$ cat src/logic/cmp_fiber_rx_pkg.sv
package cmp_fiber_rx_pkg;

  // --------------------
  // Widths
  // --------------------
  localparam int word_w      = 16;                  // One symbol pair per clock
  localparam int frame_words = 3;                   // Payload words per bunch crossing
  localparam int frame_w     = word_w * frame_words; // 48 bit payload
  localparam int err_cnt_w   = 16;                  // Link error counter

  // --------------------
  // Symbol constants
  // --------------------
  localparam logic [7:0] comma_byte   = 8'hBC;      // Normal frame-end K28.5
  localparam logic [7:0] ltncy_byte   = 8'hFC;      // K28.7, requests latency trigger

  // Bits 4:1 of every legal end-of-frame K character
  // BC, 1C, 3C, 5C, 7C, 9C, DC and FD all match
  localparam logic [3:0] eof_mask_val = 4'hE;

  // --------------------
  // Link monitor limits
  // --------------------
  localparam int         good_frames  = 15;         // Clean frames before link good
  localparam logic [7:0] err_sat      = 8'hFE;      // Error count stops here

  // Plain vectors
  typedef logic [word_w-1:0]    rx_word_t;
  typedef logic [frame_w-1:0]   frame_data_t;
  typedef logic [err_cnt_w-1:0] err_count_t;

  // One-hot strobes, bit 0 is the K-word slot
  typedef logic [3:0]           word_phase_t;

  // Decoded receiver output, one per clock
  typedef struct packed {
    rx_word_t   data;                               // Two decoded bytes
    logic [1:0] isk;                                // K flag per byte
    logic [1:0] notintable;                         // Code violation per byte
    logic       lossofsync;                         // Receiver sync lost
  } rx_symbol_t;

  // Assembled frame
  typedef struct packed {
    frame_data_t data;                              // {w3, w2, w1}
    rx_word_t    kchar;                             // K-word that opened the frame
    logic [3:1]  nonzero;                           // Per data word OR-reduce
    logic        ltncy_trig;                        // FC comma seen
  } rx_frame_t;

  // Link health
  typedef struct packed {
    logic       good;                               // 15 clean frames in a row
    logic       bad;                                // Error count bit 7
    logic       had_err;                            // Went down or never came up
    err_count_t errcount;
  } link_status_t;

endpackage

$ cat src/logic/cmp_fiber_rx.sv
`timescale 1ns/100ps

module cmp_fiber_rx (
  input  logic                           CMP_RX_CLK160,
  input  logic                           cmp_rx_resetdone,
  input  logic                           sync_done,
  input  logic                           ttc_resync,
  input  logic                           force_error,
  input  cmp_fiber_rx_pkg::rx_symbol_t   rx_sym,
  output cmp_fiber_rx_pkg::rx_frame_t    rcv_frame,
  output cmp_fiber_rx_pkg::frame_data_t  prompt_data,
  output cmp_fiber_rx_pkg::link_status_t link
);

  logic                          resync_clear;
  cmp_fiber_rx_pkg::word_phase_t phase;        // Slot strobes to the monitor

  // Phase alignment not done yet, or a TTC resync
  assign resync_clear = !sync_done || ttc_resync;

  // --------------------
  // Frame decode
  // --------------------
  frame_capture frame_capture0 (
    .CMP_RX_CLK160    (CMP_RX_CLK160),
    .cmp_rx_resetdone (cmp_rx_resetdone),
    .resync_clear     (resync_clear),
    .rx_sym           (rx_sym),
    .phase            (phase),
    .rcv_frame        (rcv_frame),
    .prompt_data      (prompt_data)
  );

  // --------------------
  // Link health
  // --------------------
  link_monitor link_monitor0 (
    .CMP_RX_CLK160    (CMP_RX_CLK160),
    .cmp_rx_resetdone (cmp_rx_resetdone),
    .resync_clear     (resync_clear),
    .rx_sym           (rx_sym),
    .phase            (phase),
    .force_error      (force_error),   // Async, synchronised inside
    .link             (link)
  );

endmodule

$ cat src/logic/frame_capture.sv
`timescale 1ns/100ps

module frame_capture (
  input  logic                          CMP_RX_CLK160,
  input  logic                          cmp_rx_resetdone,
  input  logic                          resync_clear,
  input  cmp_fiber_rx_pkg::rx_symbol_t  rx_sym,
  output cmp_fiber_rx_pkg::word_phase_t phase,
  output cmp_fiber_rx_pkg::rx_frame_t   rcv_frame,
  output cmp_fiber_rx_pkg::frame_data_t prompt_data
);

  logic                       k_slot;     // Low byte carries a K character
  logic                       ltncy_k;    // ... and it is the latency comma
  cmp_fiber_rx_pkg::rx_word_t w0_reg;     // K-word of the frame in flight
  cmp_fiber_rx_pkg::rx_word_t w1_reg;     // First data word
  cmp_fiber_rx_pkg::rx_word_t w2_reg;     // Second data word
  logic                       lt_latch;   // Latency request from w0

  // Only isk is looked at here, any K character starts the phase chain
  assign k_slot  = (rx_sym.isk == 2'b01);
  assign ltncy_k = k_slot && (rx_sym.data[7:0] == cmp_fiber_rx_pkg::ltncy_byte);

  // --------------------
  // Word phase strobes
  // --------------------
  // K at t gives phase 1 at t+1 ... phase 0 at t+4
  // Not touched by resync, the stream keeps its framing
  always_ff @(posedge CMP_RX_CLK160 or negedge cmp_rx_resetdone) begin
    if (!cmp_rx_resetdone) begin
      phase <= '0;
    end else begin
      phase[1] <= k_slot;                 // First data slot follows the comma
      phase[2] <= phase[1];
      phase[3] <= phase[2];
      phase[0] <= phase[3];               // Next frame's K-word
    end
  end

  // --------------------
  // Frame assembly
  // --------------------
  // Priority chain, phase 0 first and phase 3 last
  always_ff @(posedge CMP_RX_CLK160 or negedge cmp_rx_resetdone) begin
    if (!cmp_rx_resetdone) begin
      w0_reg    <= '0;
      w1_reg    <= '0;
      w2_reg    <= '0;
      lt_latch  <= 1'b0;
      rcv_frame <= '0;
    end else if (resync_clear) begin
      rcv_frame <= '0;                    // Holding registers left as they are
    end else begin
      if (phase[0]) begin
        w0_reg   <= rx_sym.data;          // Remember the K-word for kchar
        lt_latch <= ltncy_k;
      end else if (phase[1]) begin
        w1_reg               <= rx_sym.data;
        rcv_frame.nonzero[1] <= |rx_sym.data;
      end else if (phase[2]) begin
        w2_reg               <= rx_sym.data;
        rcv_frame.nonzero[2] <= |rx_sym.data;
      end else if (phase[3]) begin
        // Latest word on top
        rcv_frame.data       <= {rx_sym.data, w2_reg, w1_reg};
        rcv_frame.kchar      <= w0_reg;
        rcv_frame.ltncy_trig <= lt_latch;
        rcv_frame.nonzero[3] <= |rx_sym.data;
      end else begin
        rcv_frame <= '0;                  // No framing, drop everything
      end
    end
  end

  // Unregistered view, word 3 straight off the receiver
  assign prompt_data = {rx_sym.data, w2_reg, w1_reg};

endmodule

$ cat src/logic/link_monitor.sv
`timescale 1ns/100ps

module link_monitor (
  input  logic                           CMP_RX_CLK160,
  input  logic                           cmp_rx_resetdone,
  input  logic                           resync_clear,
  input  cmp_fiber_rx_pkg::rx_symbol_t   rx_sym,
  input  cmp_fiber_rx_pkg::word_phase_t  phase,
  input  logic                           force_error,
  output cmp_fiber_rx_pkg::link_status_t link
);

  // Counter just wide enough for good_frames
  localparam int cnt_w = $clog2(cmp_fiber_rx_pkg::good_frames + 1);
  typedef logic [cnt_w-1:0] frame_cnt_t;

  logic                            sym_clean;    // No sync loss, no code violation
  logic                            k_ok;         // Legal end-of-frame K-word
  logic                            d_ok;         // Legal data word
  logic [3:0]                      mon_in;       // One check bit per slot
  logic                            mon_rst;      // Last frame not clean
  frame_cnt_t                      frame_cnt;
  logic                            link_good;
  logic                            link_err;     // Sticky went-down flag
  logic                            link_bad;
  logic                            went_down;
  logic [1:0]                      force_err_sr; // Two-flop synchroniser
  logic                            err_inj;
  cmp_fiber_rx_pkg::err_count_t    err_count;

  // --------------------
  // Per-word qualification
  // --------------------
  assign sym_clean = !rx_sym.lossofsync && (rx_sym.notintable == 2'b00);
  assign k_ok      = sym_clean && (rx_sym.isk == 2'b01)
                     && (rx_sym.data[4:1] == cmp_fiber_rx_pkg::eof_mask_val);
  assign d_ok      = sym_clean && (rx_sym.isk == 2'b00);   // No K bits in payload

  assign went_down = link_good && mon_rst;   // Was good, last frame was not

  always_ff @(posedge CMP_RX_CLK160 or negedge cmp_rx_resetdone) begin
    if (!cmp_rx_resetdone) begin
      mon_in    <= 4'h0;
      mon_rst   <= 1'b1;                     // Link starts out unproven
      frame_cnt <= '0;
      link_good <= 1'b0;
      link_err  <= 1'b0;
    end else if (resync_clear) begin
      mon_in    <= 4'h0;
      mon_rst   <= 1'b1;
      frame_cnt <= '0;
      link_good <= 1'b0;
      link_err  <= 1'b0;
    end else begin
      if (phase[0])
        mon_in[0] <= k_ok;
      else if (phase[1])
        mon_in[1] <= d_ok;
      else if (phase[2])
        mon_in[2] <= d_ok;
      else if (phase[3])
        mon_in[3] <= d_ok;
      else
        mon_in <= 4'h0;                      // Lost framing, fails next compare

      mon_rst <= (mon_in != 4'hF);

      // Count clean frames, stop once good
      if (mon_rst)
        frame_cnt <= '0;
      else if (!link_good && phase[3])
        frame_cnt <= frame_cnt + 1'b1;

      link_good <= !mon_rst && (frame_cnt == frame_cnt_t'(cmp_fiber_rx_pkg::good_frames));

      if (went_down)
        link_err <= 1'b1;                    // Held until resync
    end
  end

  // --------------------
  // Error injection and count
  // --------------------
  always_ff @(posedge CMP_RX_CLK160 or negedge cmp_rx_resetdone) begin
    if (!cmp_rx_resetdone)
      force_err_sr <= 2'b00;
    else
      force_err_sr <= {force_err_sr[0], force_error};
  end

  assign err_inj = (force_err_sr == 2'b10);  // Falling edge of the synced level

  always_ff @(posedge CMP_RX_CLK160 or negedge cmp_rx_resetdone) begin
    if (!cmp_rx_resetdone) begin
      err_count <= '0;
    end else if (resync_clear) begin
      err_count <= '0;
    end else if ((err_inj || went_down) && (err_count[7:0] != cmp_fiber_rx_pkg::err_sat)) begin
      err_count <= err_count + 1'b1;         // Saturates on the low byte
    end
  end

  // Bad once 128 errors seen
  always_ff @(posedge CMP_RX_CLK160 or negedge cmp_rx_resetdone) begin
    if (!cmp_rx_resetdone)
      link_bad <= 1'b0;
    else
      link_bad <= err_count[7];
  end

  assign link.good     = link_good;
  assign link.bad      = link_bad;
  assign link.had_err  = link_err || mon_rst;  // Also high while never up
  assign link.errcount = err_count;

endmodule

$ cat config.mk
export PLATFORM = sky130hd
export DESIGN_NAME = cmp_fiber_rx
export DESIGN_NICKNAME = d
export VERILOG_FILES = /design/src/logic/cmp_fiber_rx_pkg.sv /design/src/logic/cmp_fiber_rx.sv /design/src/logic/frame_capture.sv /design/src/logic/link_monitor.sv
export SDC_FILE = /design/constraint.sdc
export NUM_CORES = 1
export LEC_CHECK = 0
export ABC_AREA = 1
export ABC_CLOCK_PERIOD_IN_PS = 3150
export BUFFER_PORTS_ARGS = -buffer_cell sky130_fd_sc_hd__buf_4
export CORE_ASPECT_RATIO = 0.6
export CORE_MARGIN = 1
export CORE_UTILIZATION = 35
export DETAILED_ROUTE_END_ITERATION = 8
export HOLD_SLACK_MARGIN = 0.05
export RECOVER_POWER = 100
export SLEW_MARGIN = 20
export SYNTH_ARGS = -nofsm -noshare
export SYNTH_HDL_FRONTEND = slang
export SYNTH_HIERARCHICAL = 1
export SYNTH_SLANG_ARGS = --single-unit
$ cat constraint.sdc
create_clock -name CMP_RX_CLK160 -period 3.15 [get_ports CMP_RX_CLK160]
set_input_delay 0.315 -clock CMP_RX_CLK160 [delete_from_list [all_inputs] [get_ports CMP_RX_CLK160]]
set_output_delay 0.315 -clock CMP_RX_CLK160 [all_outputs]
set_load 0.01 [all_outputs]
**Yosys cells after proc, flatten, opt, wreduce, memory -nomap -nowiden**

Index checks and enable logic that the tools add are counted.

- Output and inout bits: 135
- Latch bits: 0
- Register bits after elaboration: 151
- Bits in read-only memories: 0
- Memory bits (writable): 0
- Memories: 0

- Bitwise gates (word level): 3
- Multipliers: 0
- Shift operators: 0
- Div/mod/pow operators: 0
- Mux-type cells: 31
- Eq/ne operators: 16
- $add $sub $neg: 2
- Magnitude comparators: 0
- Reductions and logical operators: 29

Operator list:

| cell | count |
|---|---|
| 68-bit 2-to-1 mux | 2 |
| 65-bit 2-to-1 mux | 2 |
| 66-bit 2-to-1 mux | 1 |
| 16-bit 2-to-1 mux | 2 |
| 3-bit by 2-bit inequality test with 1-bit output (second input constant) | 6 |
| 16-bit by 1-bit adder with 16-bit output (second input constant) | 1 |
| 4-bit 2-to-1 mux | 4 |
| 16-bit OR reduction | 1 |
| 3-bit AND reduction | 5 |
| 1-bit 2-to-1 mux | 14 |
| 1-bit logical AND | 9 |
| 4-bit equality test (second input constant) | 2 |
| 8-bit equality test (second input constant) | 1 |
| 2-bit 2-to-1 mux | 4 |
| 8-bit inequality test (second input constant) | 1 |
| 3-bit 2-to-1 mux | 2 |
| 2-bit by 1-bit inequality test with 1-bit output (second input constant) | 3 |
| 4-bit by 1-bit adder with 4-bit output (second input constant) | 1 |
| 1-bit zero test | 4 |
| 2-bit zero test | 2 |
| 4-bit inequality test (second input constant) | 1 |
| 4-bit AND reduction | 1 |
| 2-bit nonzero test | 2 |
| 1-bit logical OR | 3 |
| other kinds (5) | 7 |

**Depth between registers and ports, before layout**

Gate-level depths: netlist of the first run.

- Depth in word-level cells: 8
- Gate-level depth with buffers: 10

**Cells and area by module**

The synthesis of the first run kept the hierarchy.

By module, submodules not included:

| module | instances | seq. area each (um2) | area each (um2) | cells each |
|---|---|---|---|---|
| frame_capture | 1 | 3027.9 | 4715.8 | 520 |
| link_monitor | 1 | 752.0 | 1715.4 | 222 |
| cmp_fiber_rx | 1 | 0.0 | 7.5 | 2 |

**Worst setup path before layout of the first run**

No wires, ideal clock.

- Kind: reg2reg
- Start: register link_monitor0.err_count[0]
- End: register link_monitor0.err_count[10]
- Required time: 3031 ps
- Buffers on the path: 0
- Stages on the path, launching flop included: 10
- Arrival: 1283 ps
- Slack: 1748 ps
- Setup time: 119 ps
- Cell sequence: dfrtp_1 -> inv_1 -> ha_1 -> inv_1 -> nor2_2 -> nand2_4 -> nand2_8 -> inv_6 -> a21oi_1 -> nor2_1

- Longest elaborated chain between the ends: 3

Ends and longest elaborated chain:

| element | RTL line | source |
|---|---|---|
| start: declaration | link_monitor.sv:29 | `cmp_fiber_rx_pkg::err_count_t err_count;` |
| start signal: assignment | link_monitor.sv:99 | `err_count <= err_count + 1'b1;` |
| 16-bit by 1-bit adder with 16-bit output or 8-bit inequality test (tied branches) | link_monitor.sv:99, link_monitor.sv:98 |  |
| 16-bit 2-to-1 mux or 1-bit logical AND (tied branches) | link_monitor.sv:98 | `end else if ((err_inj \|\| went_down) && (err_count[7:0] != cmp_fiber_rx_pkg::err_sat)) begin` |
| 16-bit 2-to-1 mux or 2-bit nonzero test (tied branches) | n/a |  |

Several ways; a longest one is shown, not always the timed one. The select of a mux whose other input is x is not followed.
A chain may end at the register's enable or synchronous reset.

**Final worst setup path of the first run**

Ends and elaborated chain as after synthesis.

==> results of run 1 <==
## cell families (layout without fill, tap and decap cells)
| group | after synthesis | after routing | synth area share [%] |
|---|---|---|---|
| AOI/OAI and AO/OA | 72 | 72 | 5.83 |
| buffers and inverters | 95 | 251 | 7.64 |
| DFF | 151 | 151 | 58.7 |
| xor gates and xnor gates | 5 | 5 | 0.680 |
| adders and majority gates | 3 | 3 | 0.583 |
| and+or+nand+nor | 418 | 418 | 26.6 |
## tightest hold or removal path: cells and delay by family
| kind | cells | cell delay, ps |
|---|---|---|
| simple gates | 2 | 90 |
| buf+inv | 1 | 100 |
## metrics by stage
stage / setup WS, ps / area, um^2 / total power, mW / hold WS [ps]
3_3_place_gp: 1160 / 7720 / 2.81 / 426
3_5_place_dp: 1050 / 7720 / 2.82 / 430
5_1_grt: 673 / 7760 / 4.97 / 137
4_1_cts: 1410 / 8340 / 4.92 / 108
2_1_floorplan: 1750 / 6440 / 2.47 / 19.4
6_report: 917 / 7760 / 4.75 / 121
## cell type report
class	count	area (um^2)	area share [%]
inverters	52	198	2.55
clock inverters	13	159	2.05
well taps	234	293	3.77
repair buffers	168	756	9.74
multi-input cells	498	2130	27.5
flip-flops and latches	151	3780	48.7
clock buffers	18	439	5.66
## worst paths after layout
path | cells after the start | endpoint | slack, ps
min in group asynchronous | 2 | frame_capture0/rcv_frame[7] | 500
worst min register to register | 1 | link_monitor0/mon_rst | 450
worst min-delay path | 3 | frame_capture0/rcv_frame[67] | 120
max in group asynchronous | 3 | frame_capture0/phase[3] | 1250
worst max register to register | 9 | link_monitor0/err_count[10] | 920
worst max-delay path | 9 | link_monitor0/err_count[10] | 920
## layout by cell type, fill, tap and decap left out, drive strengths merged
master	netlist	routed
o221ai	1	1
nand4	4	4
bufinv	0	2
nand3	16	16
dfrtp	150	150
dlygate4sd3	0	2
nand2	328	328
nor3b	1	1
ha	3	3
a21oi	8	8
inv	51	57
nor3	6	6
or2	2	2
buf	34	23
clkinvlp	0	6
dfstp	1	1
xnor2	3	3
o21ai	63	63
clkbuf	9	161
xor2	2	2
nor2	61	61
## layer usage
metal  GRT usage [%]  vias up
met1            29.6     2440
met3            4.57       10
met4            4.86        0
met5               0        -
li1                -     2570
met2            23.9      161
## power by group through the flow
stage / logic, mW / registers [mW] / clock network [mW]
2_1_floorplan: 0.198 / 2.27 / 0
3_3_place_gp: 0.541 / 2.27 / 0
3_5_place_dp: 0.556 / 2.27 / 0
4_1_cts: 0.559 / 2.23 / 2.13
5_1_grt: 0.507 / 2.25 / 2.22
6_report: 0.443 / 2.23 / 2.08
==> results.txt, run 1 <==
----------------------------------------------------
[Outcome]
  Status ... finished clean

[Routing]
  Wire length on met3 ... about 1100 um
  Highest routed metal layer ... met4
  Routed wire per std cell ... 14.9 um
  WL met1 ... just over 9000 um
  Post-route antenna net violation count ... 0
  Detail-routed via count per cell ... 4.57
  Total number of vias ... 5181
  First-iteration detailed-routing DRC count ... between 400 and 500
  DRC Markers ... 0
  Routed wire length on met2 ... 6540 um
  Router iterations before antenna repair ... 7
  Total wire length after detailed routing ... around 17000 um

[Hold path]
  Start point of the worst min-delay path ... rx_sym[20]
  Hold Path Class ... in2reg

[Clock network]
  Skew-Pair Late Insertion Delay ... 420 ps
  Clock edge transition at the registers on the reported setup and hold paths ... 70 ps
  TritonCTS Buffers ... 17
  Clock sink total ... 151
  Largest buffer count on any clock path ... 2
  Clock tree from TritonCTS ... done
  Root Buffer Master ... sky130_fd_sc_hd__clkbuf_16
  Post-CTS Repair Setup Buffers ... 0
  Number of H-tree levels ... 4
  Post_cts resized ... 0
  Number of hold buffers added after cts ... 2

[Global routing]
  Number of global-route vias before repair ... ~4700
  Maximum number of pins on one net before global-route repair ... just under 90
  Wire length of the first global-routing pass ... 26600 um
  Congestion Overflow GR ... 0
  Total Routing Usage GR ... a little under a fifth
  Initial antenna violation count ... 0

[Floorplan]
  Vert. Die Dim ... 107 um
  Total number of placement rows ... 37
  Area enclosed by the die boundary ... 19000 um^2
  Die extent in x ... 177 um
  Starting utilization of the core area ... 36.7%
  I/O pin count ... 161
  Core Box Area ... between 15000 and 20000 um^2

[Placement]
  Placed cell count ... 1101
  Final HPWL DP ... 11800 um
  I/O Buffers ... 160
  Gpl congestion ... 0.861

[Worst setup path]
  Startpoint type of the worst setup path ... register
  Worst path bufs/invs ... 3
  Type of destination of the critical path ... register
  Kind of critical path ... reg2reg
  Critical path's slowest cell ... sky130_fd_sc_hd__clkinvlp_2
  Highest net fanout along the worst path ... 10
  Worst endpoint required time ... 3450 ps
  Data arrival, critical path ... 2540 ps
  Start point of the critical path ... link_monitor0/err_count[0]
  Stage delay of the slowest cell on the critical path ... about 480 ps
  Worst path cell trace ... inv_1, ha_1, inv_1, nor2_1, nand2_4, nand2_1, clkinvlp_2, a21oi_1, nor2_1
  Startpoint of the most critical register-to-register path ... link_monitor0/err_count[0]
  Family with the most delay on the worst path ... buffers and inverters

[Synthesis]
  Net count after synthesis ... 773
  Area contributors post-synth ... sky130_fd_sc_hd__dfrtp_1 (58%), sky130_fd_sc_hd__nand2_1 (19%), sky130_fd_sc_hd__o21ai_0 (4.5%)
  Share of flip-flops with an asynchronous set or reset after synthesis ... 100%
  Most common cell in the synthesized netlist ... sky130_fd_sc_hd__nand2_1
  Synth unique cells ... 31
  Synthesized instance count ... 744
  Count of flip-flops with a built-in enable after synthesis ... 0
  Total standard cell area after synthesis ... 6440 um^2
  Seq/Total Area, Yosys ... 58.7%
  Post-synth top flop ... sky130_fd_sc_hd__dfrtp_1
  Average cell area after synthesis ... 8.65 um^2
  Most instantiated cells after synthesis ... sky130_fd_sc_hd__nand2_1 (322), sky130_fd_sc_hd__dfrtp_1 (150), sky130_fd_sc_hd__o21ai_0 (58)
  Total number of yosys warnings ... 6
  Cell taking the most area after synthesis ... sky130_fd_sc_hd__dfrtp_1
  Area share of the leading cell type in the synthesized netlist ... 58.3%
  Yosys reg bits ... 151

[Finish]
  Fill cell count ... about 1800
  Register containing the most flip-flops in the final layout ... frame_capture0/rcv_frame
  Number of flip-flops under the largest register name ... 68
  Area growth from synthesis to layout ... 20.5%
  Finished Layout Cells ... 1134
  Post-Route Utilization ... approximately 44%
  Final nets ... a little over 900
  Fraction of layout instances using a drive strength above 1 ... under 10%
  Number of diodes ... 0

[Power]
  Clk network pwr share ... 43.7%
  Net switching power of the design ... approximately 1.3 mW
  Power density of the placed cells ... 612 nW/um^2
  Sequential fraction of design power ... 47.0%
  Logic pwr share ... 9.3%
  Switching part of the total ... roughly 28%
  Peak supply drop ... roughly 0.36 mV
  Internal ... 3.44 mW
  Leakage power of the design ... 3.91 nW

[STA]
  Shortest period the worst path allows ... 2230 ps
  Final worst path period share ... 70.9%
  Total Neg Setup Slack ... 0 ps
  Measured slew at the worst slew-check pin ... between 1000 and 1500 ps
  Total count of hold-check failures in the final report ... 0
  Max-Slew Margin vs Limit ... 4.41%
  Number of pins with negative max-slew slack in the final report ... 0
  RSZ-0062 raised after global routing ... no
  Maximum achievable frequency ... roughly 450 MHz
  Final setup viols ... 0
  Maximum clock skew at final layout ... 11.4 ps

[Job]
  Number of max-capacitance violations reported ... 0

----------------------------------------------------
Note: power is estimated with default switching activity, not from simulation.
==> inputs of run 2 (changes only) <==
Settings changed: ABC_AREA 1 to 0, ABC_CLOCK_PERIOD_IN_PS 3150 to 2200.
Clock period 3.15 ns to 2.2 ns, I/O delays scaled along.
==> results.txt, run 2 <==
----------------------------------------------------
[Finish]
  Post-Route Utilization ... 44.3% (was 44.2%)
  Final nets ... 638 (was 917)
  Number of diodes ... 0 (unchanged)
  Fraction of layout instances using a drive strength above 1 ... 19.5% (was 8.33%)
  Finished Layout Cells ... 856 (was 1134)
  Number of flip-flops under the largest register name ... 68 (unchanged)
  Area growth from synthesis to layout ... 23.8% (was 20.5%)
  Register containing the most flip-flops in the final layout ... frame_capture0/rcv_frame (unchanged)
  Fill cell count ... 1668 (was 1828)
  Most frequent cells in the layout ... sky130_fd_sc_hd__dfrtp_1 (150), sky130_fd_sc_hd__clkbuf_1 (137), sky130_fd_sc_hd__a22o_1 (66) (was sky130_fd_sc_hd__nand2_1 (324), sky130_fd_sc_hd__dfrtp_1 (150), sky130_fd_sc_hd__clkbuf_1 (139))
  Most common cell after layout, fill and taps aside ... sky130_fd_sc_hd__dfrtp_1 (was sky130_fd_sc_hd__nand2_1)

[Placement]
  I/O Buffers ... 160 (unchanged)
  Final HPWL DP ... 11200 um (was 11800 um)
  Placed cell count ... 821 (was 1101)
  Gpl congestion ... 0.795 (was 0.861)

[Clock network]
  Post-CTS Repair Setup Buffers ... 0 (unchanged)
  Clock tree from TritonCTS ... done (unchanged)
  Clock edge transition at the registers on the reported setup and hold paths ... 70 ps (about the same)
  Number of H-tree levels ... 4 (unchanged)
  Post_cts resized ... 0 (unchanged)
  Skew-Pair Late Insertion Delay ... 430 ps (was 420 ps)
  Clock sink total ... 151 (unchanged)
  Root Buffer Master ... sky130_fd_sc_hd__clkbuf_16 (unchanged)
  TritonCTS Buffers ... 17 (unchanged)
  Largest buffer count on any clock path ... 2 (unchanged)

[Synthesis]
  Count of flip-flops with a built-in enable after synthesis ... 0 (unchanged)
  Synthesized instance count ... 455 (was 744)
  Post-synth top flop ... sky130_fd_sc_hd__dfrtp_1 (unchanged)
  Net count after synthesis ... 484 (was 773)
  Seq/Total Area, Yosys ... 61.5% (was 58.7%)
  Area contributors post-synth ... sky130_fd_sc_hd__dfrtp_1 (61%), sky130_fd_sc_hd__a22o_1 (9.4%), sky130_fd_sc_hd__mux2_2 (7.3%) (was sky130_fd_sc_hd__dfrtp_1 (58%), sky130_fd_sc_hd__nand2_1 (19%), sky130_fd_sc_hd__o21ai_0 (4.5%))
  Total standard cell area after synthesis ... 6140 um^2 (was 6440 um^2)
  Total number of yosys warnings ... 6 (unchanged)
  Share of flip-flops with an asynchronous set or reset after synthesis ... 100% (unchanged)
  Most instantiated cells after synthesis ... sky130_fd_sc_hd__dfrtp_1 (150), sky130_fd_sc_hd__a22o_1 (66), sky130_fd_sc_hd__mux2_2 (40) (was sky130_fd_sc_hd__nand2_1 (322), sky130_fd_sc_hd__dfrtp_1 (150), sky130_fd_sc_hd__o21ai_0 (58))
  Synth unique cells ... 51 (was 31)
  Yosys reg bits ... 151 (unchanged)
  Cell taking the most area after synthesis ... sky130_fd_sc_hd__dfrtp_1 (unchanged)
  Most common cell in the synthesized netlist ... sky130_fd_sc_hd__dfrtp_1 (was sky130_fd_sc_hd__nand2_1)
  Average cell area after synthesis ... 13.5 um^2 (was 8.65 um^2)
  Area share of the leading cell type in the synthesized netlist ... 61.1% (was 58.3%)

[Routing]
  Routed wire per std cell ... 19.3 um (was 14.9 um)
  Detail-routed via count per cell ... 5.16 (was 4.57)
  Post-route antenna net violation count ... 0 (unchanged)
  Total wire length after detailed routing ... 16600 um (was 16900 um)
  Total number of vias ... 4416 (was 5181)
  DRC Markers ... 0 (unchanged)
  Router iterations before antenna repair ... 4 (was 7)
  First-iteration detailed-routing DRC count ... 272 (was 401)

[STA]
  Final setup viols ... 0 (unchanged)
  RSZ-0062 raised after global routing ... no (unchanged)
  Maximum clock skew at final layout ... 21.3 ps (was 11.4 ps)
  Shortest period the worst path allows ... 1980 ps (was 2230 ps)
  Total Neg Setup Slack ... 0 ps (unchanged)
  Measured slew at the worst slew-check pin ... 1370 ps (was 1430 ps)
  Max-Slew Margin vs Limit ... 8.58% (was 4.41%)
  Number of pins with negative max-slew slack in the final report ... 0 (unchanged)
  Maximum achievable frequency ... 505 MHz (was 448 MHz)
  Total count of hold-check failures in the final report ... 0 (unchanged)
  Final worst path period share ... 90.0% (was 70.9%)

[Floorplan]
  I/O pin count ... 161 (unchanged)
  Area enclosed by the die boundary ... 18100 um^2 (was 19000 um^2)
  Total number of placement rows ... 37 (unchanged)
  Vert. Die Dim ... 105 um (was 107 um)
  Starting utilization of the core area ... 35.8% (was 36.7%)
  Die extent in x ... 173 um (was 177 um)
  Core Box Area ... 17200 um^2 (was 17500 um^2)

[Global routing]
  Congestion Overflow GR ... 0 (unchanged)
  Peak-usage layer in the global routing report ... met1 (unchanged)
  Wire length of the first global-routing pass ... 25900 um (was 26600 um)
  Total Routing Usage GR ... 18.7% (was 18.5%)
  Number of global-route vias before repair ... 4351 (was 4659)
  GR Layer Usage met2 ... 25.7% (was 23.9%)
  Maximum number of pins on one net before global-route repair ... 67 (was 87)
  Global-route track usage on met1 ... 28.2% (was 29.6%)
  GR Layer Usage met3 ... 4.95% (was 4.57%)
  Initial antenna violation count ... 0 (unchanged)

[Hold path]
  Start point of the worst min-delay path ... rx_sym[3] (was rx_sym[20])
  Terminating pin of the worst hold path ... frame_capture0/phase[1] (was frame_capture0/rcv_frame[67])
  Number of stages on the worst hold path ... 2 (was 3)
  Hold Path Class ... in2reg (unchanged)

[Worst setup path]
  Data arrival, critical path ... 2330 ps (was 2540 ps)
  Startpoint type of the worst setup path ... register (unchanged)
  R2R Setup Slk ... 220 ps (was 920 ps)
  Type of destination of the critical path ... register (unchanged)
  Kind of critical path ... reg2reg (unchanged)
  Startpoint of the most critical register-to-register path ... frame_capture0/phase[1] (was link_monitor0/err_count[0])
  Highest net fanout along the worst path ... 66 (was 10)
  Worst endpoint required time ... 2550 ps (was 3450 ps)
  Worst R2R Path Depth ... 4 (was 9)
  Reg2Reg Capture Point ... frame_capture0/rcv_frame[13] (was link_monitor0/err_count[10])

[Power]
  Power density of the placed cells ... 898 nW/um^2 (was 612 nW/um^2)
  Peak supply drop ... 0.471 mV (was 0.357 mV)
  Leakage power of the design ... 3.30 nW (was 3.91 nW)
  Post-layout power ... 6.83 mW (was 4.75 mW)

[Outcome]
  Status ... finished clean (unchanged)

[Job]
  Number of max-capacitance violations reported ... 0 (unchanged)

----------------------------------------------------
## run 2: cell count changes after synthesis, moves of 39 or more
cell                      delta
sky130_fd_sc_hd__nand2_1   -310
sky130_fd_sc_hd__inv_1      -42
sky130_fd_sc_hd__a22o_1     +66
sky130_fd_sc_hd__o21ai_0    -50
sky130_fd_sc_hd__nor2_1     -39
sky130_fd_sc_hd__mux2_2     +40
## run 2: repair_timing
item / 4_1_cts / 5_1_grt
hold buffers: 3 / 0
setup endpoints to repair: 0 / 0
hold endpoints to repair: 50 / 0
## run 2: worst max path at each step
stage                               startpoint                            to  depth (start not counted)
detailed placement                  ttc_resync  frame_capture0/rcv_frame[40]                          5
global placement                    ttc_resync  frame_capture0/rcv_frame[41]                          5
CTS                 link_monitor0/err_count[0]   link_monitor0/err_count[14]                          6
global route           frame_capture0/phase[1]      frame_capture0/w2_reg[7]                          5
floorplan           link_monitor0/err_count[0]   link_monitor0/err_count[14]                          6
finish                 frame_capture0/phase[1]  frame_capture0/rcv_frame[13]                          4
## run 2: where the power goes
| group | total [mW] | internal (mW) | switching, mW |
|---|---|---|---|
| Sequential | 3.21 | 3.01 | 0.197 |
| Combinational | 0.705 | 0.307 | 0.398 |
| Clock | 2.91 | 1.54 | 1.37 |
## run 2: logic make-up after synthesis
group / Yosys count / share of synthesized area (%)
simple gates: 88 / 8.39
mux: 50 / 9.69
flops: 151 / 61.5
xor+xnor: 6 / 0.855
buf+inv: 48 / 4.74
fa+ha+maj: 3 / 0.611
compound gates: 109 / 14.2
## run 2: final cells by class
| cell class | count | area [um^2] | share of cell area, % |
|---|---|---|---|
| sequential | 151 | 3780 | 49.7 |
| multi-input combinational | 256 | 2060 | 27.1 |
| timing repair buffer | 176 | 842 | 11.1 |
| clock buffer | 17 | 425 | 5.59 |
| tap | 234 | 293 | 3.85 |
| clock inverter | 15 | 175 | 2.30 |
| inverter | 7 | 26.3 | 0.346 |
## run 2: metrics by stage
step	hold WS [ps]	instance area, um^2	setup slack (ps)
2_1_floorplan	-75.6	6140	555
3_3_place_gp	202	7540	373
3_5_place_dp	207	7540	319
4_1_cts	50.9	8170	348
5_1_grt	60.3	7600	105
6_report	68.6	7600	220
## run 2: worst max-delay path, stage by stage (launching register included)
cell and delay [ps]:
sky130_fd_sc_hd__dfrtp_1 400, sky130_fd_sc_hd__clkbuf_1 250, sky130_fd_sc_hd__nor4_4 290, sky130_fd_sc_hd__clkbuf_4 700
sky130_fd_sc_hd__a22o_1 240
## run 2: routing by layer
| metal | vias up | share of wire, % |
|---|---|---|
| li1 | 2006 | - |
| met1 | 2253 | 50 |
| met2 | 143 | 42 |
| met3 | 14 | 6.2 |
| met4 | 0 | 1.1 |
| met5 | - | 0 |
==> inputs of run 3 (changes only) <==
Settings changed: HOLD_SLACK_MARGIN 0.05 to 0.02, SYNTH_HIERARCHICAL 1 to not set.
==> results.txt, run 3 <==
----------------------------------------------------
[Floorplan]
  Die extent in x ... 171 um (was 173 um)
  Area enclosed by the die boundary ... 17700 um^2 (was 18100 um^2)
  Total number of placement rows ... 36 (was 37)
  I/O pin count ... 161 (unchanged)
  Core Box Area ... 16500 um^2 (was 17200 um^2)
  Vert. Die Dim ... 104 um (was 105 um)
  Starting utilization of the core area ... 36.4% (was 35.8%)

[Placement]
  Placed cell area ... 7390 um^2 (was 7540 um^2)
  I/O Buffers ... 160 (unchanged)
  Gpl congestion ... 0.840 (was 0.795)
  Pre-CTS worst setup slack ... 243 ps (was 319 ps)
  Final HPWL DP ... 11200 um (about the same)
  Placed cell count ... 804 (was 821)

[Power]
  Peak supply drop ... 0.418 mV (was 0.471 mV)
  Leakage power of the design ... 3.30 nW (about the same)
  Power density of the placed cells ... 901 nW/um^2 (was 898 nW/um^2)

[STA]
  Total count of hold-check failures in the final report ... 0 (unchanged)
  Least setup slack across all paths after layout ... 205 ps (was 220 ps)
  Max-Slew Margin vs Limit ... 19.8% (was 8.58%)
  RSZ-0062 raised after global routing ... no (unchanged)
  Maximum clock skew at final layout ... 13.1 ps (was 21.3 ps)
  Total Neg Setup Slack ... 0 ps (unchanged)
  Number of pins with negative max-slew slack in the final report ... 0 (unchanged)
  Post-Route Hold Slack ... 89.2 ps (was 68.6 ps)
  Final worst path period share ... 90.7% (was 90.0%)
  Final setup viols ... 0 (unchanged)
  Maximum achievable frequency ... 501 MHz (was 505 MHz)
  Shortest period the worst path allows ... 2000 ps (was 1980 ps)
  Measured slew at the worst slew-check pin ... 1200 ps (was 1370 ps)

[Worst setup path]
  Startpoint type of the worst setup path ... register (unchanged)
  Critical path's slowest cell ... sky130_fd_sc_hd__or4_1 (was sky130_fd_sc_hd__clkbuf_4)
  Reg2Reg Capture Point ... link_monitor0.err_count[5] (was frame_capture0/rcv_frame[13])
  Startpoint of the most critical register-to-register path ... link_monitor0.err_count[0] (was frame_capture0/phase[1])
  Family with the most delay on the worst path ... simple AND/OR/NAND/NOR gates (was buffers and inverters)
  R2R Setup Slk ... 200 ps (was 220 ps)
  Worst R2R Path Depth ... 6 (was 4)
  Worst path cell trace ... inv_1, ha_1, and3_1, and2_0, or4_1, a21oi_1 (was clkbuf_1, nor4_4, clkbuf_4, a22o_1)
  Data arrival, critical path ... 2330 ps (about the same)
  Stage delay of the slowest cell on the critical path ... 500 ps (was 700 ps)
  Type of destination of the critical path ... register (unchanged)
  Worst endpoint required time ... 2540 ps (was 2550 ps)
  Kind of critical path ... reg2reg (unchanged)
  Highest net fanout along the worst path ... 7 (was 66)
  Worst path bufs/invs ... 1 (was 2)

[Finish]
  Non-Filler Cell Area, Final ... 7490 um^2 (was 7600 um^2)
  Final nets ... 629 (was 638)
  Number of diodes ... 0 (unchanged)
  Number of flip-flops under the largest register name ... 68 (unchanged)
  Most frequent cells in the layout ... sky130_fd_sc_hd__dfrtp_1 (150), sky130_fd_sc_hd__clkbuf_1 (138), sky130_fd_sc_hd__a22o_1 (67) (was sky130_fd_sc_hd__dfrtp_1 (150), sky130_fd_sc_hd__clkbuf_1 (137), sky130_fd_sc_hd__a22o_1 (66))
  Area growth from synthesis to layout ... 24.5% (was 23.8%)
  Register containing the most flip-flops in the final layout ... frame_capture0.rcv_frame (was frame_capture0/rcv_frame)
  Finished Layout Cells ... 841 (was 856)
  Most common cell after layout, fill and taps aside ... sky130_fd_sc_hd__dfrtp_1 (unchanged)
  Fraction of layout instances using a drive strength above 1 ... 19.6% (was 19.5%)

[Synthesis]
  Post-synth top flop ... sky130_fd_sc_hd__dfrtp_1 (unchanged)
  Total number of yosys warnings ... 0 (was 6)
  Cell taking the most area after synthesis ... sky130_fd_sc_hd__dfrtp_1 (unchanged)
  Seq/Total Area, Yosys ... 62.8% (was 61.5%)
  Share of flip-flops with an asynchronous set or reset after synthesis ... 100% (unchanged)
  Most common cell in the synthesized netlist ... sky130_fd_sc_hd__dfrtp_1 (unchanged)
  Net count after synthesis ... 477 (was 484)
  Count of flip-flops with a built-in enable after synthesis ... 0 (unchanged)
  Average cell area after synthesis ... 13.4 um^2 (was 13.5 um^2)
  Total standard cell area after synthesis ... 6010 um^2 (was 6140 um^2)
  Yosys reg bits ... 151 (unchanged)
  Area share of the leading cell type in the synthesized netlist ... 62.4% (was 61.1%)
  Most instantiated cells after synthesis ... sky130_fd_sc_hd__dfrtp_1 (150), sky130_fd_sc_hd__a22o_1 (67), sky130_fd_sc_hd__mux2_2 (48) (was sky130_fd_sc_hd__dfrtp_1 (150), sky130_fd_sc_hd__a22o_1 (66), sky130_fd_sc_hd__mux2_2 (40))
  Synthesized instance count ... 448 (was 455)
  Area contributors post-synth ... sky130_fd_sc_hd__dfrtp_1 (62%), sky130_fd_sc_hd__a22o_1 (9.8%), sky130_fd_sc_hd__mux2_2 (9.0%) (was sky130_fd_sc_hd__dfrtp_1 (61%), sky130_fd_sc_hd__a22o_1 (9.4%), sky130_fd_sc_hd__mux2_2 (7.3%))
  Synth unique cells ... 48 (was 51)

[Global routing]
  Total Routing Usage GR ... 18.9% (was 18.7%)
  GR Layer Usage met2 ... 26.0% (was 25.7%)
  Initial antenna violation count ... 0 (unchanged)
  GR Layer Usage met3 ... 5.69% (was 4.95%)
  Wire length of the first global-routing pass ... 25100 um (was 25900 um)
  Number of global-route vias before repair ... 4324 (was 4351)
  Global-route track usage on met1 ... 28.2% (about the same)
  Congestion Overflow GR ... 0 (unchanged)
  Peak-usage layer in the global routing report ... met1 (unchanged)
  Maximum number of pins on one net before global-route repair ... 80 (was 67)

[Clock network]
  Root Buffer Master ... sky130_fd_sc_hd__clkbuf_16 (unchanged)
  Largest buffer count on any clock path ... 2 (unchanged)
  Post_cts resized ... 0 (unchanged)
  TritonCTS Buffers ... 17 (unchanged)
  Clock tree from TritonCTS ... done (unchanged)
  Clock sink total ... 151 (unchanged)
  Skew-Pair Late Insertion Delay ... 420 ps (was 430 ps)
  Number of H-tree levels ... 4 (unchanged)
  Post-CTS Repair Setup Buffers ... 0 (unchanged)
  Clock edge transition at the registers on the reported setup and hold paths ... 70 ps (about the same)
  Number of hold buffers added after cts ... 5 (was 3)

[Routing]
  First-iteration detailed-routing DRC count ... 242 (was 272)
  Total wire length after detailed routing ... 16100 um (was 16600 um)
  Routed wire per std cell ... 19.1 um (was 19.3 um)
  Post-route antenna net violation count ... 0 (unchanged)
  Router iterations before antenna repair ... 5 (was 4)
  Total number of vias ... 4319 (was 4416)
  Detail-routed via count per cell ... 5.14 (was 5.16)
  DRC Markers ... 0 (unchanged)

[Hold path]
  Hold Path Class ... in2reg (unchanged)
  Start point of the worst min-delay path ... rx_sym[15] (was rx_sym[3])
  Terminating pin of the worst hold path ... frame_capture0.rcv_frame[62] (was frame_capture0/phase[1])
  Number of stages on the worst hold path ... 2 (unchanged)

[Job]
  Number of max-capacitance violations reported ... 0 (unchanged)

[Outcome]
  Status ... finished clean (unchanged)

----------------------------------------------------
run 3: changes by cell type after synthesis, moves of 3 or more:
cell,delta
sky130_fd_sc_hd__o31ai_1,-3
sky130_fd_sc_hd__clkbuf_1,+4
sky130_fd_sc_hd__buf_6,-3
sky130_fd_sc_hd__mux2_4,-9
sky130_fd_sc_hd__nand2_1,+4
sky130_fd_sc_hd__mux2_2,+8
sky130_fd_sc_hd__buf_1,+3
sky130_fd_sc_hd__or3_1,-5
sky130_fd_sc_hd__and2_1,+4
sky130_fd_sc_hd__inv_1,-3
run 3: cell families after synthesis:
group	share of synthesized area, %
AOI/OAI and AO/OA	13.9
buffers and inverters	4.31
muxes	9.32
DFF	62.8
and+or+nand+nor	7.95
xor gates and xnor gates	1.02
adders and majority gates	0.624
run 3: stage by stage:
step / util, % / power [mW]
finish: 45.3 / 6.74
global placement: 44.7 / 4.06
global route: 45.3 / 7.01
floorplan: - / 3.57
CTS: 48.6 / 6.97
detailed placement: 44.7 / 4.08
run 3: worst max-delay path by stage:
stage	start	to	slack, ps	cells past startpoint
global placement	link_monitor0.err_count[0]	link_monitor0.err_count[13]	350	6
CTS	link_monitor0.mon_rst	link_monitor0.err_count[11]	260	4
detailed placement	link_monitor0.mon_rst	link_monitor0.err_count[11]	240	4
finish	link_monitor0.err_count[0]	link_monitor0.err_count[5]	200	6
floorplan	link_monitor0.err_count[0]	link_monitor0.err_count[13]	310	7
global route	link_monitor0.err_count[0]	link_monitor0.err_count[5]	90	6
run 3: where the power goes:
group          switching [mW]  total (mW)  internal [mW]
clock network            1.27        2.88           1.61
logic                   0.382       0.673          0.292
registers               0.179        3.19           3.01
total                    1.83        6.74           4.92
run 3: layout make-up:
type	count	area (um^2)
flip-flops and latches	151	3780
clock buffers	17	425
clock inverters	15	161
inverters	3	11.3
repair buffers	177	838
multi-input cells	250	1980
well taps	228	285
fillers	1611	9040
run 3: routing by layer:
metal | routed length (um) | vias to the layer above
met1 | 8210 | 2219
li1 | - | 1961
met5 | 0 | -
met3 | 1030 | 9
met2 | 6740 | 130
met4 | 97 | 0
